$ cat config.mk
export PLATFORM = sky130hd
export DESIGN_NAME = ctl_bus_decode
export DESIGN_NICKNAME = d
export VERILOG_FILES = /design/src/ctl_pkg.sv /design/src/ctl_bus_decode.sv
export SDC_FILE = /design/constraint.sdc
export NUM_CORES = 1
export LEC_CHECK = 0
export BUFFER_PORTS_ARGS = -buffer_cell sky130_fd_sc_hd__buf_2
export CORE_AREA = 5 5 42 44
export CTS_CLUSTER_SIZE = 10
export DETAILED_ROUTE_END_ITERATION = 16
export DIE_AREA = 0 0 47 49
export PLACE_DENSITY = 0.69
export SYNTH_ARGS = -nofsm -noshare
export SYNTH_HDL_FRONTEND = slang
export SYNTH_SLANG_ARGS = --single-unit
$ cat constraint.sdc
create_clock -name CLK -period 1 [get_ports CLK]
set_input_delay 0.25 -clock CLK [delete_from_list [all_inputs] [get_ports CLK]]
set_output_delay 0.25 -clock CLK [all_outputs]
set_load 0.01 [all_outputs]
$ cat src/ctl_pkg.sv
// ====================
// shared definitions for the configuration controller.
// holds the host memory map, the control flag bit positions,
// the firmware version and the delay table size.
// ====================

package ctl_pkg;

  typedef logic [15:0] word_t;

  // ====================
  // address layout
  // ====================
  localparam int DEPTH      = 16;
  localparam int DLY_ADDR_W = 4;
  localparam int REG_ADDR_W = 7;
  localparam int BUS_ADDR_W = 9;
  localparam int PAGE_W     = BUS_ADDR_W - REG_ADDR_W;

  // pages 2 and 3 are unmapped.
  localparam logic [PAGE_W-1:0] PAGE_MAIN  = 2'd0;
  localparam logic [PAGE_W-1:0] PAGE_DELAY = 2'd1;

  // ====================
  // register page
  // ====================
  localparam logic [REG_ADDR_W-1:0] ADDR_CTL_FLAG         = 7'h00;
  localparam logic [REG_ADDR_W-1:0] ADDR_FPGA_INFO        = 7'h01;
  localparam logic [REG_ADDR_W-1:0] ADDR_SYNC_TIME_0      = 7'h11;
  localparam logic [REG_ADDR_W-1:0] ADDR_SYNC_TIME_1      = 7'h12;
  localparam logic [REG_ADDR_W-1:0] ADDR_SYNC_TIME_2      = 7'h13;
  localparam logic [REG_ADDR_W-1:0] ADDR_SYNC_TIME_3      = 7'h14;
  localparam logic [REG_ADDR_W-1:0] ADDR_MOD_CYCLE        = 7'h20;
  localparam logic [REG_ADDR_W-1:0] ADDR_MOD_FREQ_DIV_0   = 7'h21;
  localparam logic [REG_ADDR_W-1:0] ADDR_MOD_FREQ_DIV_1   = 7'h22;
  localparam logic [REG_ADDR_W-1:0] ADDR_STEP_INTENSITY   = 7'h28;
  localparam logic [REG_ADDR_W-1:0] ADDR_STEP_PHASE       = 7'h29;
  localparam logic [REG_ADDR_W-1:0] ADDR_STM_CYCLE        = 7'h40;
  localparam logic [REG_ADDR_W-1:0] ADDR_STM_FREQ_DIV_0   = 7'h41;
  localparam logic [REG_ADDR_W-1:0] ADDR_STM_FREQ_DIV_1   = 7'h42;
  localparam logic [REG_ADDR_W-1:0] ADDR_SOUND_SPEED_0    = 7'h43;
  localparam logic [REG_ADDR_W-1:0] ADDR_SOUND_SPEED_1    = 7'h44;
  localparam logic [REG_ADDR_W-1:0] ADDR_STM_START_IDX    = 7'h45;
  localparam logic [REG_ADDR_W-1:0] ADDR_STM_FINISH_IDX   = 7'h46;
  localparam logic [REG_ADDR_W-1:0] ADDR_DEBUG_OUT_IDX    = 7'h50;
  localparam logic [REG_ADDR_W-1:0] ADDR_VERSION_MAJOR    = 7'h7E;
  localparam logic [REG_ADDR_W-1:0] ADDR_VERSION_MINOR    = 7'h7F;

  // bit positions within the control flag word.
  localparam int FLAG_FORCE_FAN          = 4;
  localparam int FLAG_OP_MODE            = 9;
  localparam int FLAG_STM_GAIN_MODE      = 10;
  localparam int FLAG_USE_STM_FINISH_IDX = 11;
  localparam int FLAG_USE_STM_START_IDX  = 12;
  localparam int FLAG_FORCE_FAN_EX       = 13;
  localparam int FLAG_SYNC               = 15;

  localparam logic [7:0] VERSION_MAJOR = 8'h8D;
  localparam logic [7:0] VERSION_MINOR = 8'h01;

  // cycles in one sequencer polling round.
  localparam int POLL_CYCLES = 15;

endpackage

$ cat src/ctl_bus_decode.sv
// ====================
// host bus page decode.
// turns the page bits into memory enables and returns the
// register page data one cycle after a read.
// ====================

`timescale 1ns/1ns

module ctl_bus_decode
  import ctl_pkg::*;
(
  input  logic                  CLK,
  input  logic                  arst_n,
  input  logic                  bus_en,
  input  logic [BUS_ADDR_W-1:0] bus_addr,
  input  word_t                 main_rdata,
  output logic                  main_en,
  output logic                  dly_en,
  output word_t                 bus_rdata
);

  logic [PAGE_W-1:0] page;
  logic [PAGE_W-1:0] rd_page;

  assign page    = bus_addr[BUS_ADDR_W-1:REG_ADDR_W];
  assign main_en = bus_en && (page == PAGE_MAIN);
  assign dly_en  = bus_en && (page == PAGE_DELAY);

  // the delay page is write only, so it starts out selected and reads zero.
  always_ff @(posedge CLK or negedge arst_n) begin
    if (!arst_n) begin
      rd_page <= PAGE_DELAY;
    end else if (bus_en) begin
      rd_page <= page;
    end
  end

  assign bus_rdata = (rd_page == PAGE_MAIN) ? main_rdata : '0;

endmodule

==> results.py, run 1 <==
metrics = {
    "timing": {
        "skew_ns": 0,
        "relSlewSlack": 0.899,
        "worstMarginPinSlew_ns": 0.150,
        "min_period_ns": 1.39,
        "maxSlewViolCount": 0,
        "setup_slack_ns": -0.393,
        "clock.fmax_mhz": 718,
        "setup_viol": 16,
        "finalCritPeriodShare": 1.39,
        "hold_viol": 0,
        "rsz0062_at_grt": "yes",
    },
    "layout": {
        "reg.largest.list": "rd_page (2)",
        "seq_area_um2": 51.3,
        "largest_register_ffs": 2,
        "regMostFlops": "rd_page",
        "multi_input_area_um2": 292,
        "syn_to_final_growth_pct": 105,
        "fin_nets": 99,
        "post-route-util": 0.459,
        "fillers": 149,
        "diodes": 0,
        "drive_above_1_share": 0.900,
    },
    "drt": {
        "routedWlPerCell_um": 12.9,
        "drcViolationCount": 0,
        "drt-pass1-iter-count": 1,
        "vias": 385,
        "drt_iter0_markers": 0,
        "routed_wl_mm": 1.11,
        "viasPerCell": 4.48,
        "ant_nets": 0,
    },
    "die": {
        "die_h_um": 49,
        "fp.dieW_um": 47,
        "dieArea_um2": 2300,
        "initial_core_util": 0.224,
        "rows": 14,
        "design.portCount": 46,
        "core-area_um2": 1400,
    },
    "setup_path": {
        "cpLargestDelayFamily": "flip-flops",
        "end_kind": "output pin",
        "cpPeakStageDelay_ns": 0.40,
        "cp-start-kind": "flip-flop",
        "critPathBufInv": 2,
        "cp-startpoint": "rd_page[1]",
        "critPathRequiredTime_ns": 0.75,
        "arrival_ns": 1.14,
        "crit_slowest_cell": "dfrtp_1",
        "crit_type": "flip-flop to output pin",
        "r2r_start": "rd_page[1]",
        "crit_fanout": 7,
        "crit_chain": "buf_4 > nor3b_1 > buf_2",
    },
    "global_routing": {
        "grt_start_max_net_pins": 11,
        "grt_use_total": 0.106,
        "grt_pass1_wl_mm": 1.73,
        "overflow": 0,
        "grt_pass1_vias": 433,
        "antenna_found_initial": 0,
    },
    "synthesis": {
        "yosysSeqAreaShare": 0.163,
        "synthArstFlopShare": 1.00,
        "synth_top_flop_cell": "dfstp_2",
        "syn_area_per_cell_um2": 12.1,
        "synth_top_area_share": 0.398,
        "yosysTopAreaCell": "nor3b_2",
        "synthesis.nets": 54,
        "synth_common_cells": "10 x nor3b_2, 7 x nor3b_1, 3 x buf_6, 2 x mux2_2",
        "ys_types": 8,
        "ys.warnings.count": 0,
        "synthCells": 26,
        "netlist_area_um2": 314,
        "synth-edff-count": 0,
        "yosysMostFrequentCell": "nor3b_2",
        "ys_top_cells_by_area": "nor3b_2 40%, nor3b_1 17%, buf_6 11%",
        "ys_ff_latch": 2,
    },
    "pwr": {
        "power.share.combinational": 0.512,
        "switching_share": 0.344,
        "p_sw_mw": 0.214,
        "p_clk_frac": 0.325,
        "internal_power_mw": 0.409,
        "cellPowerDensity_nw_per_um2": 968,
        "p_leak_nw": 0.334,
        "power_mw": 0.623,
        "ir_drop_mv": 0.378,
        "seq_power_share": 0.163,
    },
    "placement": {
        "io_buffers": 38,
        "place_congestion": 0.664,
        "hpwl_um": 978,
        "place_ws_ns": -0.183,
    },
    "run": {
        "maxCapViolations": 0,
    },
    "clock_network": {
        "cts_max_path_buffers": 2,
        "cts_tree": "yes",
        "cts.clk_slew.worst_paths_ns": 0.04,
        "cts-htree-levels": 1,
        "cts_sinks": 2,
        "postCtsSetupRepairBufs": 0,
        "cts_made_buffers": 3,
        "clk_latency_ns": 0.22,
        "cts-root-buf": "clkbuf_4",
    },
    "status": {
        "status": "finished, violations left",
        "violations": "setup timing",
    },
    "min_path": {
        "hold_path_startpoint": "bus_addr[8]",
        "worst_hold_path_type": "primary input to flip-flop",
    },
}
==> what timing repair did <==
item                       in CTS  in global routing
setup endpoints to repair      16                 16
gates cloned                    0                  0
resized for setup               3                  2
pin swaps                       0                  1
hold endpoints to repair        2                  0
hold buffers                    1                  0
==> cell type report <==
type / instances / share of cell area
Sequential cell: 2 / 0.0798
Clock buffer: 4 / 0.0409
Tap cell: 16 / 0.0311
Multi-Input combinational cell: 20 / 0.453
Timing Repair Buffer: 44 / 0.395
==> cells in the final DEF, fill, tap and decap left out <==
cell	instances
buf_2	38
nor3b_4	10
nor3b_2	4
nor3b_1	3
clkbuf_4	3
buf_4	3
mux2_2	2
and3b_1	1
clkbuf_1	1
dlygate4sd3_1	1
buf_6	1
buf_12	1
dfstp_2	1
dfrtp_1	1
==> per-layer routing <==
layer,routed length (µm),track usage
met2,507,0.174
met5,0,0
met1,341,0.0943
met3,263,0.0590
met4,0,0.0691
==> power by group through the flow <==
stage / sequential [mW] / combinational (mW) / clock (mW)
global route: 0.103 / 0.345 / 0.223
finish: 0.101 / 0.319 / 0.202
global placement: 0.101 / 0.302 / 0
CTS: 0.102 / 0.320 / 0.216
floorplan: 0.0965 / 0.225 / 0
detailed placement: 0.102 / 0.309 / 0
==> through the flow <==
| step | hold slack (ns) | instances | area [µm²] | setup TNS [ns] |
|---|---|---|---|---|
| final | 0.290 | 86 | 643 | -6.02 |
| after global routing | 0.296 | 86 | 643 | -6.88 |
| after CTS | 0.281 | 86 | 633 | -6.40 |
| after detailed placement | 0.0404 | 81 | 583 | -2.38 |
| after global placement | 0.0383 | 81 | 583 | -2.20 |
| after floorplan | -0.0456 | 26 | 385 | -1.30 |
==> cell families after synthesis <==
kind of cell,Yosys count,share of synthesized area
and+or+nand+nor,18,0.594
DFF,2,0.163
muxes,2,0.0717
buffers and inverters,4,0.171
==> worst paths after layout <==
kind	end	slack, ns	cells after the start
hold reg to reg	rd_page[1]	0.75	2
max in group asynchronous	rd_page[0]	0.47	2
min in group asynchronous	rd_page[1]	0.33	2
setup / recovery	bus_rdata[0]	-0.39	3
hold / removal	rd_page[1]	0.29	2
setup reg to reg	rd_page[1]	0.05	2
Power figures use the tool's default switching activity.
==> run 2: changes to the inputs <==
- ABC_AREA: default -> 1
- PLACE_DENSITY: 0.69 -> 0.66
==> run 2 against run 1 <==
  * The flow still finishes with violations (setup timing)
  * Area after synthesis shrank 9.2%
  * Final area shrank 14%
  * Count of clock-buffer cells in the layout is the same
  * Synthesized cell count grew 92%
  * Combinational power shrank 24%
  * Critical path type unchanged
  * Critical endpoint is now bus_rdata[4]
==> results.py, run 2 <==
metrics = {
    "setup_path": {
        "crit_fanout": 8,
        "critPathBufInv": 2,
        "crit_slowest_cell": "dfstp_2",
        "arrival_ns": 1.10,
        "end_kind": "output pin",
        "critPathRequiredTime_ns": 0.75,
        "cp-start-kind": "flip-flop",
        "crit_chain": "inv_4 > nand2_8 > nor2_2 > buf_2",
        "cpPeakStageDelay_ns": 0.54,
        "crit_type": "flip-flop to output pin",
        "cpLargestDelayFamily": "flip-flops",
    },
    "synthesis": {
        "synth-edff-count": 0,
        "yosysTopAreaCell": "inv_1",
        "synthArstFlopShare": 1.00,
        "ys.warnings.count": 0,
        "synth_common_cells": "19 x inv_1, 9 x nor2_2, 8 x nor2_1, 7 x nand2_1, 2 x inv_2",
        "post_synth_and_or_nand_nor_area_fraction": 0.474,
        "synth_top_area_share": 0.250,
        "synth_fa_ha_area_frac": 0,
        "synthesis.nets": 78,
        "synth_top_flop_cell": "dfstp_2",
        "synthCells": 50,
        "muxShareOfSynthArea": 0,
        "syn_area_per_cell_um2": 5.71,
        "ys_top_cells_by_area": "inv_1 25%, nor2_2 20%, nor2_1 11%",
        "synth_compound_area_frac": 0,
        "ys_ff_latch": 2,
        "yosysMostFrequentCell": "inv_1",
        "synth_xor_area_frac": 0,
        "synth_top_family_by_area": "simple AND/OR/NAND/NOR gates",
        "ys_types": 10,
        "yosysSeqAreaShare": 0.180,
        "netlist_area_um2": 285,
    },
    "timing": {
        "setup_slack_ns": -0.347,
        "min_period_ns": 1.35,
        "worstMarginPinSlew_ns": 0.126,
        "finalCritPeriodShare": 1.35,
        "clock.fmax_mhz": 742,
        "hold_viol": 0,
        "maxSlewViolCount": 0,
        "skew_ns": 0,
        "setup_viol": 16,
        "tns_ns": -5.40,
        "relSlewSlack": 0.916,
        "rsz0062_at_grt": "yes",
    },
    "layout": {
        "regMostFlops": "rd_page",
        "diodes": 0,
        "syn_to_final_growth_pct": 93.4,
        "drive_above_1_share": 0.602,
        "fin_nets": 122,
        "final_common_cell": "buf_2",
        "reg.largest.list": "rd_page (2)",
        "largest_register_ffs": 2,
        "final_cell_area_um2": 552,
        "post-route-util": 0.394,
        "fillers": 153,
        "final_cell_mix": "37 x buf_2, 19 x inv_1, 9 x nor2_2, 8 x nor2_1, 7 x nand2_1",
    },
    "status": {
        "violations": "setup timing",
        "status": "finished, violations left",
    },
    "global_routing": {
        "grt_start_max_net_pins": 9,
        "overflow": 0,
        "grt_use_total": 0.0830,
        "antenna_found_initial": 0,
        "grt_pass1_vias": 369,
        "grt_pass1_wl_mm": 1.37,
    },
    "drt": {
        "viasPerCell": 3.88,
        "met1_length_um": 252,
        "drcViolationCount": 0,
        "vias": 423,
        "wl_met3_um": 291,
        "ant_nets": 0,
        "routedWlPerCell_um": 8.36,
        "routed_wl_um": 911,
        "met2_length_um": 352,
        "drt_iter0_markers": 3,
        "top_layer": "met4",
        "drt-pass1-iter-count": 2,
    },
    "clock_network": {
        "cts_tree": "yes",
        "cts-root-buf": "clkbuf_4",
        "cts_made_buffers": 3,
        "cts-htree-levels": 1,
        "cts_sinks": 2,
        "clk_latency_ns": 0.22,
        "postCtsSetupRepairBufs": 0,
        "cts_max_path_buffers": 2,
        "cts.clk_slew.worst_paths_ns": 0.04,
    },
    "min_path": {
        "worst_hold_path_type": "primary input to flip-flop",
    },
    "pwr": {
        "power_mw": 0.546,
        "p_leak_nw": 0.388,
        "cellPowerDensity_nw_per_um2": 989,
        "ir_drop_mv": 0.360,
    },
    "placement": {
        "place_area_um2": 475,
        "io_buffers": 38,
        "place_congestion": 0.660,
        "hpwl_um": 711,
    },
    "die": {
        "rows": 14,
        "fp.dieW_um": 47,
        "dieArea_um2": 2300,
        "initial_core_util": 0.204,
        "design.portCount": 46,
        "core-area_um2": 1400,
        "die_h_um": 49,
    },
    "run": {
        "maxCapViolations": 0,
    },
}
-- run 2: logic make-up after synthesis --
group / after synthesis
flip-flops: 2
AND/OR/NAND/NOR: 26
buffers and inverters: 22
-- run 2: worst paths after layout --
check	from	to	slack (ns)	cells past startpoint
hold / removal	bus_addr[8]	rd_page[1]	0.23	3
hold reg to reg	rd_page[0]	rd_page[0]	0.48	2
setup reg to reg	rd_page[0]	rd_page[0]	0.29	2
min in group asynchronous	arst_n	rd_page[1]	0.33	2
setup / recovery	rd_page[0]	bus_rdata[4]	-0.35	4
max in group asynchronous	arst_n	rd_page[0]	0.48	2
-- run 2: layout make-up --
| cell class | count | area [µm²] | share of cell area |
|---|---|---|---|
| Clock buffer | 4 | 26.3 | 0.0476 |
| Inverter | 21 | 83.8 | 0.152 |
| Multi-Input combinational cell | 27 | 164 | 0.297 |
| Sequential cell | 2 | 51.3 | 0.0930 |
| Tap cell | 16 | 20.0 | 0.0363 |
| Timing Repair Buffer | 39 | 206 | 0.374 |
-- run 2: metrics by stage --
| stage | cells | setup slack [ns] | hold WS, ns |
|---|---|---|---|
| detailed placement | 103 | -0.216 | 0.0381 |
| floorplan | 50 | -0.0712 | -0.0456 |
| global placement | 103 | -0.198 | 0.0379 |
| global route | 109 | -0.400 | 0.251 |
| CTS | 109 | -0.377 | 0.226 |
| finish | 109 | -0.347 | 0.232 |
-- run 2: routing by layer --
layer / vias to the layer above / global-route usage
met5: - / 0
met4: 0 / 0.0553
met3: 2 / 0.0554
met2: 38 / 0.138
met1: 163 / 0.0658
li1: 220 / -
-- run 2: tightest hold or removal path: stages --
cell	delay (ns)
buf_2	0.09
nand2_1	0.04
nand2_1	0.05
-- run 2: timing repair --
item	4_1_cts	5_1_grt
cloned	1	0
pin swaps	3	1
endpoints found under the setup margin	16	16
hold buffers	1	0
gates resized for setup	4	1
hold endpoints to repair	2	0
-- run 2: report_power, final --
group / internal, mW / switching (mW)
Sequential: 0.0916 / 0.00737
Clock: 0.149 / 0.0544
Combinational: 0.107 / 0.136
