`src/ctl_pkg.sv`:
```
// ====================
// shared definitions for the configuration controller.
// holds the host memory map, the control flag bit positions,
// the firmware version and the delay table size.
// ====================

package ctl_pkg;

  typedef logic [15:0] word_t;

  // ====================
  // address layout
  // ====================
  localparam int DEPTH      = 16;
  localparam int DLY_ADDR_W = 4;
  localparam int REG_ADDR_W = 7;
  localparam int BUS_ADDR_W = 9;
  localparam int PAGE_W     = BUS_ADDR_W - REG_ADDR_W;

  // pages 2 and 3 are unmapped.
  localparam logic [PAGE_W-1:0] PAGE_MAIN  = 2'd0;
  localparam logic [PAGE_W-1:0] PAGE_DELAY = 2'd1;

  // ====================
  // register page
  // ====================
  localparam logic [REG_ADDR_W-1:0] ADDR_CTL_FLAG         = 7'h00;
  localparam logic [REG_ADDR_W-1:0] ADDR_FPGA_INFO        = 7'h01;
  localparam logic [REG_ADDR_W-1:0] ADDR_SYNC_TIME_0      = 7'h11;
  localparam logic [REG_ADDR_W-1:0] ADDR_SYNC_TIME_1      = 7'h12;
  localparam logic [REG_ADDR_W-1:0] ADDR_SYNC_TIME_2      = 7'h13;
  localparam logic [REG_ADDR_W-1:0] ADDR_SYNC_TIME_3      = 7'h14;
  localparam logic [REG_ADDR_W-1:0] ADDR_MOD_CYCLE        = 7'h20;
  localparam logic [REG_ADDR_W-1:0] ADDR_MOD_FREQ_DIV_0   = 7'h21;
  localparam logic [REG_ADDR_W-1:0] ADDR_MOD_FREQ_DIV_1   = 7'h22;
  localparam logic [REG_ADDR_W-1:0] ADDR_STEP_INTENSITY   = 7'h28;
  localparam logic [REG_ADDR_W-1:0] ADDR_STEP_PHASE       = 7'h29;
  localparam logic [REG_ADDR_W-1:0] ADDR_STM_CYCLE        = 7'h40;
  localparam logic [REG_ADDR_W-1:0] ADDR_STM_FREQ_DIV_0   = 7'h41;
  localparam logic [REG_ADDR_W-1:0] ADDR_STM_FREQ_DIV_1   = 7'h42;
  localparam logic [REG_ADDR_W-1:0] ADDR_SOUND_SPEED_0    = 7'h43;
  localparam logic [REG_ADDR_W-1:0] ADDR_SOUND_SPEED_1    = 7'h44;
  localparam logic [REG_ADDR_W-1:0] ADDR_STM_START_IDX    = 7'h45;
  localparam logic [REG_ADDR_W-1:0] ADDR_STM_FINISH_IDX   = 7'h46;
  localparam logic [REG_ADDR_W-1:0] ADDR_DEBUG_OUT_IDX    = 7'h50;
  localparam logic [REG_ADDR_W-1:0] ADDR_VERSION_MAJOR    = 7'h7E;
  localparam logic [REG_ADDR_W-1:0] ADDR_VERSION_MINOR    = 7'h7F;

  // bit positions within the control flag word.
  localparam int FLAG_FORCE_FAN          = 4;
  localparam int FLAG_OP_MODE            = 9;
  localparam int FLAG_STM_GAIN_MODE      = 10;
  localparam int FLAG_USE_STM_FINISH_IDX = 11;
  localparam int FLAG_USE_STM_START_IDX  = 12;
  localparam int FLAG_FORCE_FAN_EX       = 13;
  localparam int FLAG_SYNC               = 15;

  localparam logic [7:0] VERSION_MAJOR = 8'h8D;
  localparam logic [7:0] VERSION_MINOR = 8'h01;

  // cycles in one sequencer polling round.
  localparam int POLL_CYCLES = 15;

endpackage

```
`src/ctl_delay_scanner.sv`:
```
// ====================
// delay table scanner.
// walks the delay page one entry per cycle and copies each
// word into the delay output array.
// ====================

`timescale 1ns/1ns

module ctl_delay_scanner
  import ctl_pkg::*;
(
  input  logic                  CLK,
  input  logic                  arst_n,
  input  word_t                 dly_rdata,
  output logic [DLY_ADDR_W-1:0] dly_addr,
  output word_t                 delay_m [DEPTH]
);

  logic [DLY_ADDR_W-1:0] rd_ptr;
  logic [DLY_ADDR_W-1:0] ld_ptr;

  assign dly_addr = rd_ptr;

  // the memory answers one cycle late, so the load pointer is
  // simply the read pointer of the previous cycle.
  always_ff @(posedge CLK or negedge arst_n) begin
    if (!arst_n) begin
      rd_ptr <= '0;
      ld_ptr <= '0;
      for (int i = 0; i < DEPTH; i++) begin
        delay_m[i] <= '0;
      end
    end else begin
      rd_ptr          <= (rd_ptr == DLY_ADDR_W'(DEPTH - 1)) ? '0 : rd_ptr + 1'b1;
      ld_ptr          <= rd_ptr;
      delay_m[ld_ptr] <= dly_rdata;
    end
  end

endmodule

```
`config.mk`:
```
export PLATFORM = sky130hd
export DESIGN_NAME = ctl_delay_scanner
export DESIGN_NICKNAME = d
export VERILOG_FILES = /design/src/ctl_pkg.sv /design/src/ctl_delay_scanner.sv
export SDC_FILE = /design/constraint.sdc
export NUM_CORES = 1
export LEC_CHECK = 0
export BUFFER_PORTS_ARGS = -buffer_cell sky130_fd_sc_hd__buf_2
export CAP_MARGIN = 20
export CORE_UTILIZATION = 35
export DETAILED_ROUTE_END_ITERATION = 12
export HOLD_SLACK_MARGIN = 0.1
export SYNTH_ARGS = -nofsm -noshare
export SYNTH_HDL_FRONTEND = slang
export SYNTH_SLANG_ARGS = --single-unit
```
`constraint.sdc`:
```
create_clock -name CLK -period 2.3 [get_ports CLK]
set_clock_uncertainty 0.05 [all_clocks]
set_input_delay 0.575 -clock CLK [delete_from_list [all_inputs] [get_ports CLK]]
set_output_delay 0.575 -clock CLK [all_outputs]
set_load 0.01 [all_outputs]
```
==> results.toml, run 1 <==
[pwr]
p_leak_nw = 5.99
p_per_area_mw_per_mm2 = 787
p_sw_share_pct = 23.1
p_comb_share_pct = 8.0
power_switching_mw = 2.34
power_mw = 10.1
power_report.internal_total_mw = 7.80
peakVddDrop_uv = 444
clkPwrFrac_pct = 42.9
p_seq_share_pct = 49.1

[timing]
finalMaxSlewViolations = 0
worstMarginPinSlew_ns = 0.788
finalCritPeriodShare_pct = 92.1
hold_viol_final = 0
grt_setup_unrepaired = "false"
post-route-min-period_ns = 2.12
slew_headroom_pct = 47.5
fmax_mhz = 472
tns_ns = 0
report.final.setup_viol = 0

[critical_path]
slowest_stage = "dfrtp_1"
regToRegSetupSlack_ns = 0.18
crit_path_max_incr_delay_ns = 0.83
reg2reg_from = "ld_ptr[3]"
path_max_fanout = 16
path_class = "register to register"
cp_num_buf_inv = 0
path_cells = "nand4b_2, mux2_2"
critPathArrivalTime_ns = 2.48
crit_family = "flip-flops"
rr_worst_depth = 2
cp-end-kind = "register"
startpoint_type = "register"
worstPathRequired_ns = 2.66
r2r_end = "delay_m[28]"

[worst_hold_path]
hold-path-endpoint = "ld_ptr[3]"
hp-class = "register to register"
hold_start = "dly_addr[3]"
hold_depth = 0

[clock_network]
clk_latency_ns = 0.53
clock-root-buffer = "clkbuf_16"
htreeDepth = 1
cts_tree = "yes"
cts_made_buffers = 28
cts.sinks = 264
clockBufferDepth = 3
path_clk_slew_ns = 0.06

[yosys]
synth_top_area_share_pct = 65.7
yosys-top-cells-area = "dfrtp_1 66%, mux2_2 29%, buf_6 1.0%"
yosys_register_bits = 264
ys_types = 19
synthArstFlopShare_pct = 100
seq_area_frac_synth_pct = 65.7
synth_edf_count = 0
netlist_instances = 586
synth_area_per_cell_um2 = 17.2
yosys-top-cells-count = "264 x dfrtp_1, 255 x mux2_2, 17 x buf_2"
synth_ff_type = "dfrtp_1"
ys_warn_count = 0
synthesis.area_mm2 = 0.0101
yosysTopAreaCell = "dfrtp_1"
synth_nets = 605
yosys.cell_count.top_type = "dfrtp_1"

[cells_and_area]
nNetsFinal = 901
multiInputGateArea_mm2 = 0.00322
regArea_mm2 = 0.00661
final_core_util_pct = 46.0
fillers = 2564
area.growth.synth_to_final_pct = 28.2
antenna_cells = 0
drive_gt1_share_pct = 68.5

[die]
die_w_um = 172
dieArea_mm2 = 0.0294
start_util_pct = 35.9
dieHeight_um = 172
num_io_pins = 278
core_mm2 = 0.0280
num_rows = 61

[detailed_routing]
via_per_inst = 4.73
drt_iter0_drc = 276
routedWlPerCell_um = 20.4
ant_nets = 0
vias = 6062
drc = 0
dr.pass1.iters = 4
wirelength_mm = 26.2

[global_routing]
first_global_vias = 6231
gr-total-overflow = 0
grtUsageTotal_pct = 17.8
grt_max_degree = 64
antenna_found_initial = 0
grt_pass1_wl_mm = 39.2

[placement]
hpwl_mm = 18.3
gp_congestion = 0.714
io_buffer_count = 277

[run_status]
status = "completed"

[flow_run]
cap_violations = 0
## sequential cells by signal, indices dropped and copies added, names as in the netlist
signal    flops
delay_m     256
dly_addr      4
ld_ptr        4
## worst max path at each step
stage               startpoint            to  cells after the start
floorplan            ld_ptr[1]  delay_m[120]                      4
global placement     ld_ptr[0]  delay_m[138]                      2
detailed placement   ld_ptr[0]  delay_m[136]                      2
CTS                  ld_ptr[0]  delay_m[142]                      2
global route         ld_ptr[2]   delay_m[21]                      2
finish               ld_ptr[3]   delay_m[28]                      2
## per-stage QoR
| step | setup slack [ns] | area, um2 | hold WS (ns) | cells |
|---|---|---|---|---|
| final | 0.181 | 12900 | 0.436 | 1281 |
| after global routing | 0.0102 | 12900 | 0.452 | 1281 |
| after CTS | 0.0935 | 12900 | 0.440 | 1281 |
| after detailed placement | 0.100 | 12000 | 0.419 | 1229 |
| after global placement | 0.160 | 12000 | 0.422 | 1229 |
| after floorplan | 0.588 | 10100 | 0.229 | 586 |
## cell families after synthesis
kind of cell               count (synthesis)  synth area share, %
AOI/OAI and AO/OA                          2                0.162
DFF                                      264                 65.7
and+or+nand+nor                           19                 2.82
buffers and inverters                     43                 2.49
adders and majority gates                  1                0.124
xor gates and xnor gates                   1               0.0871
muxes                                    256                 28.7
## layout by cell type (no fill, tap or decap), drive strengths merged
cell type,n
clkinv,4
ha,1
nor4b,4
clkinvlp,1
nor4,1
and4b,1
buf,307
a31oi,1
nand2,1
xor2,1
bufinv,1
and4bb,6
dlygate4sd3,1
mux2,256
a311o,1
nand4b,4
nand4,1
dfrtp,264
clkbuf,44
inv,2
nor2b,1
## metal layers
layer | track usage (%) | wire length (um) | vias to the layer above
li1 | - | - | 2677
met1 | 23.9 | 11800 | 3154
met2 | 28.0 | 11800 | 206
met3 | 5.84 | 2330 | 25
met4 | 3.42 | 307 | 0
met5 | 0 | 0 | -
## cell type report
class / count / share of cell area, %
Timing Repair Buffer: 308 / 13.1
Sequential cell: 264 / 51.2
Multi-Input combinational cell: 279 / 25.0
Clock inverter: 7 / 0.514
Clock buffer: 44 / 6.45
Tap cell: 378 / 3.67
Inverter: 1 / 0.0291
## power groups by stage
stage	clock network [mW]	registers [mW]	logic, mW
3_3_place_gp	0	5.06	0.824
3_5_place_dp	0	5.07	0.830
4_1_cts	4.50	4.99	0.833
5_1_grt	4.68	5.01	0.889
6_report	4.35	4.98	0.812
2_1_floorplan	0	5.18	0.224
## what timing repair did
action / CTS / global route
gates resized for setup: 0 / 2
hold buffers: 1 / 0
endpoints found under the setup margin: 0 / 16
buffers inserted: 0 / 0
hold endpoints to repair: 54 / 0
Note: power is estimated with default switching activity, not from simulation.
==> run 2, diff against run 1 <==
CORE_UTILIZATION = 52   (was 35)
PLACE_DENSITY = 0.79   (was default)
==> run 2 against run 1 <==
Against the previous run:
- design area decreased by 2.1%
- die area decreased by 32%
- power decreased by 0.93%
- final cell count decreased by 10%
- critical path type unchanged
==> results.toml, run 2 (synthesis results as in run 1) <==
[cells_and_area]
final_cells = 1150
nNetsFinal = 892
drive_gt1_share_pct = 68.2
fillers = 1315
mostFrequentLayoutCells = "276 x buf_2, 264 x dfrtp_1, 255 x mux2_2"
largest-register = "delay_m"
final_common_cell = "buf_2"
stdcell_area_mm2 = 0.0126
area.growth.synth_to_final_pct = 25.5
largest_reg_flops = 256
antenna_cells = 0
final_core_util_pct = 67.0

[clock_network]
cts.sinks = 264
clk_latency_ns = 0.51
htreeDepth = 1
clock-root-buffer = "clkbuf_16"
cts_made_buffers = 26
post_cts_buffers = 0
path_clk_slew_ns = 0.06
clockBufferDepth = 3
cts_tree = "yes"

[critical_path]
slowest_stage = "dfrtp_1"
critPathArrivalTime_ns = 2.53
crit_path_max_incr_delay_ns = 0.80
worstPathRequired_ns = 2.64
path_cells = "nand4b_2, mux2_2"
path_class = "register to register"
startpoint_type = "register"
cp-end-kind = "register"
path_max_fanout = 16

[timing]
hold_viol_final = 0
finalCritPeriodShare_pct = 95.4
slew_headroom_pct = 52.9
worstMarginPinSlew_ns = 0.707
tns_ns = 0
fin_ws_ns = 0.106
grt_setup_unrepaired = "true"
post-route-min-period_ns = 2.19
report.final.setup_viol = 0
fmax_mhz = 456
finalMaxSlewViolations = 0

[placement]
gp_congestion = 0.766
postPlaceCellArea_mm2 = 0.0118
post-place-ws_ns = 0.115
io_buffer_count = 277
hpwl_mm = 16.7
placed_cells = 1104

[detailed_routing]
wirelength_mm = 24.4
dr.pass1.iters = 4
vias = 6093
via_per_inst = 5.30
drt_iter0_drc = 159
drc = 0
routedWlPerCell_um = 21.2
ant_nets = 0

[global_routing]
grt_use_met3_pct = 6.96
antenna_found_initial = 0
first_global_vias = 6407
grtUsageTotal_pct = 25.0
grt_pass1_wl_mm = 37.8
grt_max_degree = 59
gr-total-overflow = 0
gr-usage-met1_pct = 32.8
gr-usage-met2_pct = 41.3
top_usage_layer = "met2"

[die]
die_w_um = 141
dieArea_mm2 = 0.0199
num_rows = 50
num_io_pins = 278
dieHeight_um = 141
start_util_pct = 53.4
core_mm2 = 0.0188

[pwr]
p_leak_nw = 5.91
peakVddDrop_uv = 503
p_per_area_mw_per_mm2 = 796

[worst_hold_path]
hp-class = "register to register"

[flow_run]
cap_violations = 0

[run_status]
status = "completed"
run 2: cell types whose count changed in the layout (fill, tap and decap cells not counted), moves of 2 or more:
cell,before,now
buf_4,25,19
bufinv_16,1,3
clkbuf_16,29,27
clkbuf_8,5,3
run 2: report_power, final:
| part | leakage (nW) | internal (mW) | switching (mW) |
|---|---|---|---|
| clock network | 0.419 | 2.58 | 1.68 |
| registers | 3.09 | 4.87 | 0.113 |
| logic | 2.40 | 0.346 | 0.465 |
| total | 5.91 | 7.80 | 2.26 |
run 2: worst max-delay path, delay by kind of cell, from the launching register on:
family | cells | cell delay (ns)
flip-flops | 1 | 0.80
multiplexers | 1 | 0.50
AND/OR/NAND/NOR | 1 | 0.72
run 2: worst paths after layout:
kind	start	to	slack [ns]	cells past startpoint
worst min register to register	dly_addr[1]	ld_ptr[1]	0.42	0
worst max-delay path	ld_ptr[0]	delay_m[37]	0.11	2
min in group asynchronous	arst_n	delay_m[54]	0.54	2
worst min-delay path	dly_addr[1]	ld_ptr[1]	0.42	0
max in group asynchronous	arst_n	delay_m[172]	0.97	3
worst max register to register	ld_ptr[0]	delay_m[37]	0.11	2
run 2: metrics by stage:
| stage | hold slack (ns) | total power [mW] |
|---|---|---|
| after floorplan | 0.229 | 5.40 |
| after global placement | 0.393 | 5.86 |
| after detailed placement | 0.409 | 5.89 |
| after CTS | 0.422 | 10.1 |
| after global routing | 0.449 | 10.4 |
| final | 0.425 | 10.1 |
run 2: per-layer routing:
metal | up-vias | part of all wire, %
li1 | 2655 | -
met1 | 3199 | 42
met2 | 209 | 49
met3 | 30 | 7.6
met4 | 0 | 1.6
met5 | - | 0
run 2: timing repair:
action	in CTS	in global routing
hold endpoints to repair	49	0
setup endpoints to repair	0	4
hold buffers	1	0
gates resized for setup	0	0
run 2: cell type report:
| type | count | area (um2) | area share (%) |
|---|---|---|---|
| Sequential cell | 264 | 6610 | 52.3 |
| Multi-Input combinational cell | 279 | 3200 | 25.4 |
| Timing Repair Buffer | 301 | 1630 | 12.9 |
| Clock buffer | 39 | 751 | 5.95 |
| Tap cell | 260 | 325 | 2.58 |
| Clock inverter | 6 | 105 | 0.833 |
| Inverter | 1 | 3.75 | 0.0297 |
==> run 3, diff against run 2 <==
CELL_PAD_IN_SITES_DETAIL_PLACEMENT = 1   (was default)
CELL_PAD_IN_SITES_GLOBAL_PLACEMENT = 1   (was default)
CORE_MARGIN = 3   (was default)
CORE_UTILIZATION = 43   (was 52)
PLACE_DENSITY = default   (was 0.79)
PLACE_DENSITY_LB_ADDON = 0.1   (was default)
==> run 3 against run 2 <==
Against the previous run:
- final cell count increased by 4.9%
- flip-flop and latch count stayed put
- die area rose by 27%
- register-to-register slack better by 0.04 ns
- sequential power hardly changed
- critical path type unchanged
- largest cell class unchanged
- largest power group unchanged
==> results.toml, run 3 (synthesis results as in run 1) <==
[run_status]
status = "completed"

[critical_path]
cp_num_buf_inv = 0
r2r_end = "delay_m[72]"
path_class = "register to register"
worstPathRequired_ns = 2.66
path_cells = "nand4b_2, mux2_2"
setup.worst_path.end = "delay_m[72]"
reg2reg_from = "ld_ptr[3]"
startpoint_type = "register"
slowest_stage = "dfrtp_1"
cp-end-kind = "register"
crit_family = "flip-flops"
path_max_fanout = 16
startpoint = "ld_ptr[3]"
crit_path_max_incr_delay_ns = 0.73
cp.depth = 2
critPathArrivalTime_ns = 2.52
rr_worst_depth = 2
regToRegSetupSlack_ns = 0.14

[detailed_routing]
dr.pass1.iters = 4
via_per_inst = 5.06
routedWlPerCell_um = 22.7
ant_nets = 0
drt_iter0_drc = 183
wirelength_mm = 27.3
drc = 0
vias = 6107

[clock_network]
post_cts_buffers = 0
htreeDepth = 1
path_clk_slew_ns = 0.06
cts.sinks = 264
clk_latency_ns = 0.52
clock-root-buffer = "clkbuf_16"
cts_tree = "yes"
clockBufferDepth = 3
cts_made_buffers = 28

[timing]
worstMarginPinSlew_ns = 0.732
fmax_mhz = 464
grt_setup_unrepaired = "false"
slew_headroom_pct = 51.2
report.final.setup_viol = 0
fin_ws_ns = 0.144
finalMaxSlewViolations = 0
post-route-min-period_ns = 2.16
hold_viol_final = 0
tns_ns = 0
finalCritPeriodShare_pct = 93.7

[placement]
io_buffer_count = 277
gp_congestion = 0.764
post-place-ws_ns = 0.142
hpwl_mm = 19.1

[die]
dieHeight_um = 159
dieArea_mm2 = 0.0253
core_mm2 = 0.0228
start_util_pct = 44.0
num_io_pins = 278
num_rows = 55
die_w_um = 159

[global_routing]
antenna_found_initial = 0
grtUsageTotal_pct = 21.4
first_global_vias = 6897
grt_max_degree = 63
gr-total-overflow = 0
grt_pass1_wl_mm = 42.6

[cells_and_area]
nNetsFinal = 894
final_common_cell = "buf_2"
final_core_util_pct = 55.9
drive_gt1_share_pct = 68.4
antenna_cells = 0
largest-register = "delay_m"
mostFrequentLayoutCells = "276 x buf_2, 264 x dfrtp_1, 255 x mux2_2"
area.growth.synth_to_final_pct = 27.0
largest_reg_flops = 256

[flow_run]
cap_violations = 0

[pwr]
p_leak_nw = 5.96
p_per_area_mw_per_mm2 = 806
peakVddDrop_uv = 457

[worst_hold_path]
hold_start = "dly_addr[1]"
hp-class = "register to register"
-- run 3: worst min-delay path by stage --
stage | depth (start not counted) | slack, ns | end
2_1_floorplan | 0 | 0.23 | delay_m[0]
3_3_place_gp | 0 | 0.40 | ld_ptr[1]
3_5_place_dp | 0 | 0.41 | ld_ptr[1]
4_1_cts | 0 | 0.43 | ld_ptr[1]
5_1_grt | 0 | 0.45 | ld_ptr[1]
6_report | 0 | 0.43 | ld_ptr[1]
-- run 3: per-stage QoR --
step	hold WS, ns	cell area [um2]	std cells	total power, mW
floorplan	0.229	10100	586	5.40
global placement	0.396	11800	1157	5.88
detailed placement	0.412	11800	1157	5.92
CTS	0.426	12800	1206	10.4
global route	0.451	12800	1206	10.7
finish	0.429	12800	1206	10.3
-- run 3: power breakdown --
part / total (mW) / internal [mW] / switching [mW]
clock: 4.48 / 2.74 / 1.74
combinational: 0.813 / 0.348 / 0.464
sequential: 5.00 / 4.88 / 0.129
total: 10.3 / 7.96 / 2.33
-- run 3: per-layer routing --
layer	GRT usage (%)	share of wire, %	vias up	routed length, um
met5	0	0	-	0
met4	4.34	1.7	0	475
met3	4.86	5.5	32	1510
met2	38.4	51	179	14000
met1	26.7	42	3240	11300
li1	-	-	2656	-
-- run 3: cell type report --
class,instances,area (um2)
clock inverters,4,70.1
flip-flops and latches,264,6610
fillers,2241,10100
clock buffers,44,852
multi-input cells,279,3210
repair buffers,301,1640
inverters,1,3.75
well taps,313,392
-- run 3: timing repair --
| item | in CTS | in global routing |
|---|---|---|
| gates resized for setup | 0 | 1 |
| endpoints found under the hold margin | 53 | 0 |
| hold buffers | 1 | 0 |
| setup endpoints to repair | 0 | 16 |
