File: config.mk
export PLATFORM = sky130hd
export DESIGN_NAME = ctl_reg_sequencer
export DESIGN_NICKNAME = d
export VERILOG_FILES = /design/src/ctl_pkg.sv /design/src/ctl_reg_sequencer.sv
export SDC_FILE = /design/constraint.sdc
export NUM_CORES = 1
export LEC_CHECK = 0
export ABC_AREA = 0
export BUFFER_PORTS_ARGS = -buffer_cell sky130_fd_sc_hd__buf_2
export CORE_MARGIN = 10
export CORE_UTILIZATION = 40
export CTS_BUF_LIST = sky130_fd_sc_hd__clkbuf_4 sky130_fd_sc_hd__clkbuf_8
export DETAILED_ROUTE_END_ITERATION = 16
export GPL_TIMING_DRIVEN = 0
export PLACE_DENSITY_LB_ADDON = 0.08
export SKIP_CTS_REPAIR_TIMING = 1
export SYNTH_ARGS = -nofsm -noshare
export SYNTH_HDL_FRONTEND = slang
export SYNTH_SLANG_ARGS = --single-unit
File: constraint.sdc
create_clock -name CLK -period 6.3 [get_ports CLK]
set_input_delay 1.26 -clock CLK [delete_from_list [all_inputs] [get_ports CLK]]
set_output_delay 1.26 -clock CLK [all_outputs]
set_load 0.02 [all_outputs]
File: src/ctl_pkg.sv
// ====================
// shared definitions for the configuration controller.
// holds the host memory map, the control flag bit positions,
// the firmware version and the delay table size.
// ====================

package ctl_pkg;

  typedef logic [15:0] word_t;

  // ====================
  // address layout
  // ====================
  localparam int DEPTH      = 16;
  localparam int DLY_ADDR_W = 4;
  localparam int REG_ADDR_W = 7;
  localparam int BUS_ADDR_W = 9;
  localparam int PAGE_W     = BUS_ADDR_W - REG_ADDR_W;

  // pages 2 and 3 are unmapped.
  localparam logic [PAGE_W-1:0] PAGE_MAIN  = 2'd0;
  localparam logic [PAGE_W-1:0] PAGE_DELAY = 2'd1;

  // ====================
  // register page
  // ====================
  localparam logic [REG_ADDR_W-1:0] ADDR_CTL_FLAG         = 7'h00;
  localparam logic [REG_ADDR_W-1:0] ADDR_FPGA_INFO        = 7'h01;
  localparam logic [REG_ADDR_W-1:0] ADDR_SYNC_TIME_0      = 7'h11;
  localparam logic [REG_ADDR_W-1:0] ADDR_SYNC_TIME_1      = 7'h12;
  localparam logic [REG_ADDR_W-1:0] ADDR_SYNC_TIME_2      = 7'h13;
  localparam logic [REG_ADDR_W-1:0] ADDR_SYNC_TIME_3      = 7'h14;
  localparam logic [REG_ADDR_W-1:0] ADDR_MOD_CYCLE        = 7'h20;
  localparam logic [REG_ADDR_W-1:0] ADDR_MOD_FREQ_DIV_0   = 7'h21;
  localparam logic [REG_ADDR_W-1:0] ADDR_MOD_FREQ_DIV_1   = 7'h22;
  localparam logic [REG_ADDR_W-1:0] ADDR_STEP_INTENSITY   = 7'h28;
  localparam logic [REG_ADDR_W-1:0] ADDR_STEP_PHASE       = 7'h29;
  localparam logic [REG_ADDR_W-1:0] ADDR_STM_CYCLE        = 7'h40;
  localparam logic [REG_ADDR_W-1:0] ADDR_STM_FREQ_DIV_0   = 7'h41;
  localparam logic [REG_ADDR_W-1:0] ADDR_STM_FREQ_DIV_1   = 7'h42;
  localparam logic [REG_ADDR_W-1:0] ADDR_SOUND_SPEED_0    = 7'h43;
  localparam logic [REG_ADDR_W-1:0] ADDR_SOUND_SPEED_1    = 7'h44;
  localparam logic [REG_ADDR_W-1:0] ADDR_STM_START_IDX    = 7'h45;
  localparam logic [REG_ADDR_W-1:0] ADDR_STM_FINISH_IDX   = 7'h46;
  localparam logic [REG_ADDR_W-1:0] ADDR_DEBUG_OUT_IDX    = 7'h50;
  localparam logic [REG_ADDR_W-1:0] ADDR_VERSION_MAJOR    = 7'h7E;
  localparam logic [REG_ADDR_W-1:0] ADDR_VERSION_MINOR    = 7'h7F;

  // bit positions within the control flag word.
  localparam int FLAG_FORCE_FAN          = 4;
  localparam int FLAG_OP_MODE            = 9;
  localparam int FLAG_STM_GAIN_MODE      = 10;
  localparam int FLAG_USE_STM_FINISH_IDX = 11;
  localparam int FLAG_USE_STM_START_IDX  = 12;
  localparam int FLAG_FORCE_FAN_EX       = 13;
  localparam int FLAG_SYNC               = 15;

  localparam logic [7:0] VERSION_MAJOR = 8'h8D;
  localparam logic [7:0] VERSION_MINOR = 8'h01;

  // cycles in one sequencer polling round.
  localparam int POLL_CYCLES = 15;

endpackage

File: src/ctl_reg_sequencer.sv
// ====================
// register page sequencer.
// writes the version words after reset, then polls the
// configuration words into the outputs, writes the thermal state
// back and serves sync requests raised by the host.
// ====================

`timescale 1ns/1ns

module ctl_reg_sequencer
  import ctl_pkg::*;
(
  input  logic                  CLK,
  input  logic                  arst_n,
  input  logic                  thermo,
  input  word_t                 seq_rdata,
  output logic                  seq_we,
  output logic [REG_ADDR_W-1:0] seq_addr,
  output word_t                 seq_wdata,
  output logic                  force_fan,
  output logic                  op_mode,
  output logic                  stm_gain_mode,
  output logic                  use_stm_start_idx,
  output logic                  use_stm_finish_idx,
  output word_t                 cycle_m,
  output logic [31:0]           freq_div_m,
  output word_t                 step_intensity,
  output word_t                 step_phase,
  output word_t                 cycle_stm,
  output logic [31:0]           freq_div_stm,
  output logic [31:0]           sound_speed,
  output word_t                 stm_start_idx,
  output word_t                 stm_finish_idx,
  output logic [7:0]            debug_output_idx,
  output logic [63:0]           ecat_sync_time,
  output logic                  sync_set
);

  typedef enum logic [1:0] {
    ST_VER_MINOR,
    ST_VER_MAJOR,
    ST_POLL,
    ST_SYNC
  } state_t;

  state_t      state;
  logic [3:0]  step;
  word_t       ctl_flag;
  logic        dbg_pending;
  logic [47:0] sync_buf;

  assign force_fan          = ctl_flag[FLAG_FORCE_FAN] | ctl_flag[FLAG_FORCE_FAN_EX];
  assign op_mode            = ctl_flag[FLAG_OP_MODE];
  assign stm_gain_mode      = ctl_flag[FLAG_STM_GAIN_MODE];
  assign use_stm_start_idx  = ctl_flag[FLAG_USE_STM_START_IDX];
  assign use_stm_finish_idx = ctl_flag[FLAG_USE_STM_FINISH_IDX];

  // ====================
  // a read issued in step n returns its data in step n + 2.
  // ====================
  always_ff @(posedge CLK or negedge arst_n) begin
    if (!arst_n) begin
      state            <= ST_VER_MINOR;
      step             <= '0;
      seq_we           <= 1'b0;
      seq_addr         <= '0;
      seq_wdata        <= '0;
      ctl_flag         <= '0;
      dbg_pending      <= 1'b0;
      cycle_m          <= '0;
      freq_div_m       <= '0;
      step_intensity   <= '0;
      step_phase       <= '0;
      cycle_stm        <= '0;
      freq_div_stm     <= '0;
      sound_speed      <= '0;
      stm_start_idx    <= '0;
      stm_finish_idx   <= '0;
      debug_output_idx <= '0;
      ecat_sync_time   <= '0;
      sync_set         <= 1'b0;
    end else begin
      sync_set <= 1'b0;
      case (state)
        ST_VER_MINOR: begin
          seq_we    <= 1'b1;
          seq_addr  <= ADDR_VERSION_MINOR;
          seq_wdata <= {8'h00, VERSION_MINOR};
          state     <= ST_VER_MAJOR;
        end
        ST_VER_MAJOR: begin
          seq_addr  <= ADDR_VERSION_MAJOR;
          seq_wdata <= {8'hFF, VERSION_MAJOR};
          step      <= '0;
          state     <= ST_POLL;
        end
        ST_POLL: begin
          seq_we <= 1'b0;
          step   <= (step == 4'(POLL_CYCLES - 1)) ? '0 : step + 1'b1;
          case (step)
            4'd0: begin
              seq_addr    <= ADDR_CTL_FLAG;
              dbg_pending <= 1'b0;
              if (dbg_pending) begin
                debug_output_idx <= seq_rdata[7:0];
              end
            end
            4'd1: seq_addr <= ADDR_MOD_CYCLE;
            4'd2: begin
              ctl_flag <= seq_rdata;
              if (seq_rdata[FLAG_SYNC]) begin
                // clear the request in memory, then fetch the time.
                seq_we    <= 1'b1;
                seq_addr  <= ADDR_CTL_FLAG;
                seq_wdata <= seq_rdata & ~(word_t'(1) << FLAG_SYNC);
                step      <= '0;
                state     <= ST_SYNC;
              end else begin
                seq_addr <= ADDR_MOD_FREQ_DIV_0;
              end
            end
            4'd3: begin
              seq_addr <= ADDR_MOD_FREQ_DIV_1;
              cycle_m  <= seq_rdata;
            end
            4'd4: begin
              seq_addr         <= ADDR_STEP_INTENSITY;
              freq_div_m[15:0] <= seq_rdata;
            end
            4'd5: begin
              seq_addr          <= ADDR_STEP_PHASE;
              freq_div_m[31:16] <= seq_rdata;
            end
            4'd6: begin
              seq_addr       <= ADDR_STM_CYCLE;
              step_intensity <= seq_rdata;
            end
            4'd7: begin
              seq_addr   <= ADDR_STM_FREQ_DIV_0;
              step_phase <= seq_rdata;
            end
            4'd8: begin
              seq_addr  <= ADDR_STM_FREQ_DIV_1;
              cycle_stm <= seq_rdata;
            end
            4'd9: begin
              seq_addr           <= ADDR_SOUND_SPEED_0;
              freq_div_stm[15:0] <= seq_rdata;
            end
            4'd10: begin
              seq_addr            <= ADDR_SOUND_SPEED_1;
              freq_div_stm[31:16] <= seq_rdata;
            end
            4'd11: begin
              seq_addr          <= ADDR_STM_START_IDX;
              sound_speed[15:0] <= seq_rdata;
            end
            4'd12: begin
              seq_addr           <= ADDR_STM_FINISH_IDX;
              sound_speed[31:16] <= seq_rdata;
            end
            4'd13: begin
              // this read lands in step 0 of the next round.
              seq_addr      <= ADDR_DEBUG_OUT_IDX;
              dbg_pending   <= 1'b1;
              stm_start_idx <= seq_rdata;
            end
            4'd14: begin
              seq_we         <= 1'b1;
              seq_addr       <= ADDR_FPGA_INFO;
              seq_wdata      <= word_t'(thermo);
              stm_finish_idx <= seq_rdata;
            end
            default: step <= '0;
          endcase
        end
        ST_SYNC: begin
          seq_we <= 1'b0;
          step   <= step + 1'b1;
          case (step)
            4'd0: seq_addr <= ADDR_SYNC_TIME_0;
            4'd1: seq_addr <= ADDR_SYNC_TIME_1;
            4'd2: seq_addr <= ADDR_SYNC_TIME_2;
            4'd3: seq_addr <= ADDR_SYNC_TIME_3;
            4'd5: begin
              ecat_sync_time <= {seq_rdata, sync_buf};
              sync_set       <= 1'b1;
              step           <= '0;
              state          <= ST_POLL;
            end
            default: begin
            end
          endcase
        end
        default: state <= ST_VER_MINOR;
      endcase
    end
  end

  // lower sync time words wait here so the time updates in one step.
  always_ff @(posedge CLK) begin
    if (state == ST_SYNC) begin
      case (step)
        4'd2: sync_buf[15:0]  <= seq_rdata;
        4'd3: sync_buf[31:16] <= seq_rdata;
        4'd4: sync_buf[47:32] <= seq_rdata;
        default: begin
        end
      endcase
    end
  end

endmodule

==> flow_metrics.tcl, run 1 <==
set metrics [dict create \
    antenna_found_initial 0 \
    core_area_mm2 0.0335 \
    globalRouteMet2Util 0.284 \
    worst_slack_ns 3.62 \
    synth_seq_cells 350 \
    dr.pass1.iters 4 \
    worst_pin_slew_ns 0.658 \
    crit_type "reg -> out" \
    die_h_um 204 \
    ir_drop_mv 0.295 \
    yosysWarnings 0 \
    finClkSkew_ns 0.0179 \
    finalHoldViolCount 0 \
    ys.flop_type "dfrtp_1" \
    slowest_stage "dfrtp_1" \
    arrival_ns 1.42 \
    cp_max_fo 2 \
    fin_cells 1722 \
    relSlewSlack 0.559 \
    first_iter_violations 357 \
    cts-root-buf "clkbuf_8" \
    stdcell_area_mm2 0.0171 \
    syn-mean-instance-area_um2 16.0 \
    grt_usage 0.185 \
    syn_nets 873 \
    avgViaCountPerCell 4.98 \
    cp-start-kind "flop" \
    drt-total-wl_um 39300 \
    synth.distinct_cells 52 \
    nets 1250 \
    reg2reg_setup_slack_ns 3.73 \
    dpl_cell_area_mm2 0.0158 \
    endpoint_kind "output port" \
    synth_area_leader_cell "dfrtp_1" \
    final_max_slew_viol_count 0 \
    ant_nets 0 \
    ys_top_cells_by_count "302 x dfrtp_1, 275 x mux2_2, 48 x edfxtp_1, 24 x clkbuf_1, 18 x a31oi_1" \
    num_rows 67 \
    numCtsBuffers 58 \
    drv_cap 0 \
    drt-wirelength-per-cell_um 22.8 \
    yosysMostFrequentCell "dfrtp_1" \
    ios 313 \
    clk_pin_slew_ns 0.06 \
    worst_path_largest_cell_delay_ns 0.37 \
    grt_max_degree 115 \
    powerDensity_mw_per_mm2 569 \
    placed_cells 1613 \
    yosys.area.top_type_share 0.557 \
    io_buffers 312 \
    place.gp.congestion 0.858 \
    fillCellCount 3031 \
    syn_inst 848 \
    period_share 0.426 \
    crit_required_ns 5.04 \
    clkLatencyLatePin_ns 0.61 \
    power_leakage_uw 0.00777 \
    numClockSinks 350 \
    drc 0 \
    async_flop_share 0.863 \
    top_usage_layer "met2" \
    num_vias 8567 \
    clock_path_buffers 3 \
    tns_ns 0 \
    antenna-diode-count 0 \
    rsz0062_at_grt "false" \
    grt_pass1_wl_um 58900 \
    ys_seq_area_frac 0.663 \
    min_period_ns 2.68 \
    fmax_mhz 373 \
    hold_class "reg -> reg" \
    die_area_mm2 0.0417 \
    grt_pass1_vias 9207 \
    grt_use_met1 0.240 \
    die_w_um 204 \
    drive_above_1_share 0.586 \
    use_met3 0.0715 \
    synth_edf_count 48 \
    cts_tree "yes" \
    dp_hpwl_um 28000 \
    dp_slack_ns 3.27 \
    synth_area_mm2 0.0136 \
    setup_viol_count_final 0 \
    syn_to_final_growth_pct 25.8 \
    htreeDepth 2 \
    initial_core_util 0.405 \
    path_cells "or2_2 > buf_2" \
    status "finished, final reports clean" \
    grt_overflow 0 \
    netlist_top_cells_area "dfrtp_1 56%, mux2_2 23%, edfxtp_1 11%" \
]
-- where the power goes --
| part | leakage, µW | switching (µW) | internal [µW] | total, µW |
|---|---|---|---|---|
| Combinational | 0.00304 | 2380 | 1510 | 3890 |
| Clock | 0.000659 | 918 | 1200 | 2110 |
| Sequential | 0.00406 | 478 | 3230 | 3700 |
| Total | 0.00777 | 3780 | 5930 | 9710 |
-- flip-flops by register name, indices dropped and copies added, names as in the netlist, 32 cells and up --
| name | flops |
|---|---|
| ecat_sync_time | 64 |
| sync_buf | 48 |
| freq_div_m | 32 |
| freq_div_stm | 32 |
| sound_speed | 32 |
-- final cells by class --
class                   instances  area, µm²  share of cell area
plain buffers                  54        312              0.0182
flip-flops and latches        350       9000               0.527
inverters                      10       37.5             0.00220
clock inverters                19        120             0.00703
well taps                     448        561              0.0328
multi-input cells             434       4240               0.248
repair buffers                317       1670              0.0977
clock buffers                  90       1140              0.0670
-- placed cells by master, fill, tap and decap left out, types with 3 or more instances in the layout --
cell        Yosys  routed
mux2i_1         8       8
buf_8           0       3
edfxtp_1       48      48
nor2b_1        14      14
o21ai_0        11      11
buf_2           9     320
nor2_4          3       3
dfrtp_1       302     302
clkinvlp_4      0       4
nand2_1        11      11
a21oi_1        10      10
clkbuf_8        0      75
nand2b_1        5       5
clkinv_2        0       6
buf_4          16      16
nor3_4          3       3
clkinv_1        0       8
nor2_1         13      11
and2_1          3       3
nor2_2          4       6
ha_1            6       6
a31oi_1        18      18
mux2_1          8       8
clkbuf_1       24      24
inv_1          10      10
nand3_1         7       7
mux2_2        275     275
buf_6           5       6
clkbuf_4        0      15
nand3_2         3       3
-- metal layers --
layer	vias to the layer above	share of wire
met1	4448	0.43
met3	43	0.092
li1	3795	-
met5	-	0
met2	281	0.46
met4	0	0.016
-- logic make-up after synthesis --
| family | synth area share |
|---|---|
| flops | 0.663 |
| mux | 0.241 |
| simple gates | 0.0380 |
| buf+inv | 0.0257 |
| compound gates | 0.0259 |
| fa+ha+maj | 0.00553 |
| xor+xnor | 0.00129 |
-- critical path: cells and delay by family, from the launching register on --
family        cells  cell delay [ns]
flops             1             0.37
simple gates      1             0.29
buf+inv           1             0.17
-- final timing paths --
kind / startpoint / endpoint / cells after the start
setup / recovery: ctl_flag[13]$_DFFE_PN0P_ / force_fan / 2
hold / removal: sync_buf[30]$_DFFE_PP_ / ecat_sync_time[30]$_DFFE_PN0P_ / 1
setup reg to reg: state[0]$_DFFE_PN0P_ / freq_div_m[29]$_DFFE_PN0P_ / 7
hold reg to reg: sync_buf[30]$_DFFE_PP_ / ecat_sync_time[30]$_DFFE_PN0P_ / 1
max in group asynchronous: arst_n / sound_speed[29]$_DFFE_PN0P_ / 3
min in group asynchronous: arst_n / ecat_sync_time[63]$_DFFE_PN0P_ / 1
-- metrics by stage --
stage	total power, µW	utilization	hold slack, ns
global placement	7630	0.468	0.456
global route	10300	0.509	0.489
finish	9710	0.509	0.467
CTS	9860	0.509	0.473
detailed placement	7690	0.472	0.462
floorplan	6120	-	0.454
Note: power is estimated with default switching activity, not from simulation.
==> run 2, diff against run 1 <==
==> constraint.sdc (replaced) <==
create_clock -name CLK -period 2.56 [get_ports CLK]
set_input_delay 0.512 -clock CLK [delete_from_list [all_inputs] [get_ports CLK]]
set_output_delay 0.512 -clock CLK [all_outputs]
set_load 0.02 [all_outputs]
==> flow_metrics.tcl, run 2 (same netlist as run 1, synthesis figures left out) <==
set metrics [dict create \
    ir_drop_mv 0.727 \
    power_switching_uw 9290 \
    io_buffers 312 \
    cts_tree "yes" \
    dp_slack_ns -0.0110 \
    internal_power_uw 14600 \
    htreeDepth 2 \
    cp-start-kind "flop" \
    p_seq_frac 0.382 \
    worst_pin_slew_ns 0.656 \
    tns_ns 0 \
    cts-root-buf "clkbuf_8" \
    drv_cap 0 \
    grt_usage 0.185 \
    rsz0062_at_grt "true" \
    fillCellCount 3030 \
    die_area_mm2 0.0417 \
    ff2ff_path_depth 7 \
    clk_pin_slew_ns 0.06 \
    numClockSinks 350 \
    finClkSkew_ns 0.0204 \
    first_iter_violations 362 \
    crit_type "reg -> reg" \
    drt-wirelength-per-cell_um 22.8 \
    final_common_cell "buf_2" \
    whs_path_depth 1 \
    largest_reg_flops 64 \
    initial_core_util 0.405 \
    final_max_slew_viol_count 0 \
    arrival_ns 3.03 \
    dp_hpwl_um 28000 \
    fmax_mhz 391 \
    clkLatencyLatePin_ns 0.61 \
    reg2reg_setup_slack_ns 0.0007 \
    num_rows 67 \
    cp_max_fo 10 \
    drt-total-wl_um 39300 \
    drc 0 \
    clock_path_buffers 3 \
    setup_viol_count_final 0 \
    avgViaCountPerCell 4.98 \
    period_share 1.00 \
    place.gp.congestion 0.858 \
    endpoint_kind "flop" \
    core_area_mm2 0.0335 \
    min_period_ns 2.56 \
    fin_cells 1723 \
    ios 313 \
    dr.pass1.iters 4 \
    relSlewSlack 0.560 \
    numCtsBuffers 58 \
    placed_cells 1613 \
    die_w_um 204 \
    clockPowerShare 0.218 \
    status "finished, final reports clean" \
    antenna_found_initial 0 \
    die_h_um 204 \
    reg.largest.list "ecat_sync_time: 64 flops, sync_buf: 48 flops" \
    utilization 0.510 \
    hold_class "in -> reg" \
    grt_pass1_wl_um 58900 \
    reg2reg_from "state[0]$_DFFE_PN0P_" \
    hp-start "seq_rdata[5]" \
    whs_endpoint "sync_buf[37]$_DFFE_PP_" \
    ant_nets 0 \
    num_vias 8583 \
    crit_required_ns 3.03 \
    syn_to_final_growth_pct 25.9 \
    nets 1251 \
    drive_above_1_share 0.586 \
    grt_pass1_vias 9207 \
    grt_max_degree 115 \
    power_frac_comb 0.401 \
    final_cell_mix "320 x buf_2, 302 x dfrtp_1, 275 x mux2_2" \
    finalHoldViolCount 0 \
    layout.area.seq_mm2 0.00900 \
    grt_overflow 0 \
    worst_slack_ns 0.000743 \
    powerDensity_mw_per_mm2 1400 \
    switching_share 0.389 \
    largest_register "ecat_sync_time" \
    multi_input_area_mm2 0.00424 \
    reg2reg_to "step_phase[15]$_DFFE_PN0P_" \
    power_leakage_uw 0.00777 \
    antenna-diode-count 0 \
]
==> run 2: changes by cell type in the layout (fill, tap and decap cells not counted), sizes merged <==
cell,before,now
dlygate4sd3,0,1
==> run 2: routing by layer <==
metal | part of all wire | GRT usage | vias up
met3 | 0.089 | 0.0715 | 45
met2 | 0.46 | 0.284 | 275
met5 | 0 | 0 | -
met4 | 0.016 | 0.0484 | 0
met1 | 0.44 | 0.240 | 4463
li1 | - | - | 3800
==> run 2: stage by stage <==
step / power, µW / cell area (µm²) / hold slack (ns)
finish: 23900 / 17100 / 0.268
global route: 25300 / 17100 / 0.235
CTS: 24300 / 17100 / -0.124
detailed placement: 18900 / 15800 / 0.462
global placement: 18800 / 15700 / 0.456
floorplan: 15100 / 13600 / 0.216
==> run 2: worst max-delay path by stage <==
stage                          from                           end  slack (ns)  depth (start not counted)
3_5_place_dp   state[0]$_DFFE_PN0P_    freq_div_m[24]$_DFFE_PN0P_       -0.01                          7
4_1_cts        state[0]$_DFFE_PN0P_    step_phase[15]$_DFFE_PN0P_       -0.02                          7
2_1_floorplan  state[0]$_DFFE_PN0P_        sync_buf[32]$_DFFE_PP_        0.24                          3
3_3_place_gp                 arst_n  freq_div_stm[26]$_DFFE_PN0P_       -5.09                          1
6_report       state[0]$_DFFE_PN0P_    step_phase[15]$_DFFE_PN0P_      0.0007                          7
5_1_grt        state[0]$_DFFE_PN0P_    step_phase[15]$_DFFE_PN0P_       -0.17                          7
==> run 2: power by group through the flow <==
| stage | clock (µW) | combinational (µW) | sequential (µW) |
|---|---|---|---|
| 2_1_floorplan | 0 | 3360 | 11700 |
| 3_3_place_gp | 0 | 9670 | 9120 |
| 3_5_place_dp | 0 | 9750 | 9190 |
| 4_1_cts | 5370 | 9770 | 9130 |
| 5_1_grt | 5620 | 10300 | 9420 |
| 6_report | 5200 | 9580 | 9120 |
==> run 2: worst max-delay path, stage by stage (launching register included) <==
cell and delay, ns:
dfrtp_1 0.51, inv_1 0.17, ha_1 0.27, buf_4 0.23
nand2_1 0.15, nor2_2 0.44, buf_4 0.31, mux2_2 0.35
==> run 2: final cells by class <==
cell class	count	share of cell area
Buffer	54	0.0182
Clock buffer	90	0.0670
Clock inverter	19	0.00703
Inverter	10	0.00220
Multi-Input combinational cell	434	0.248
Sequential cell	350	0.527
Tap cell	448	0.0328
Timing Repair Buffer	318	0.0982
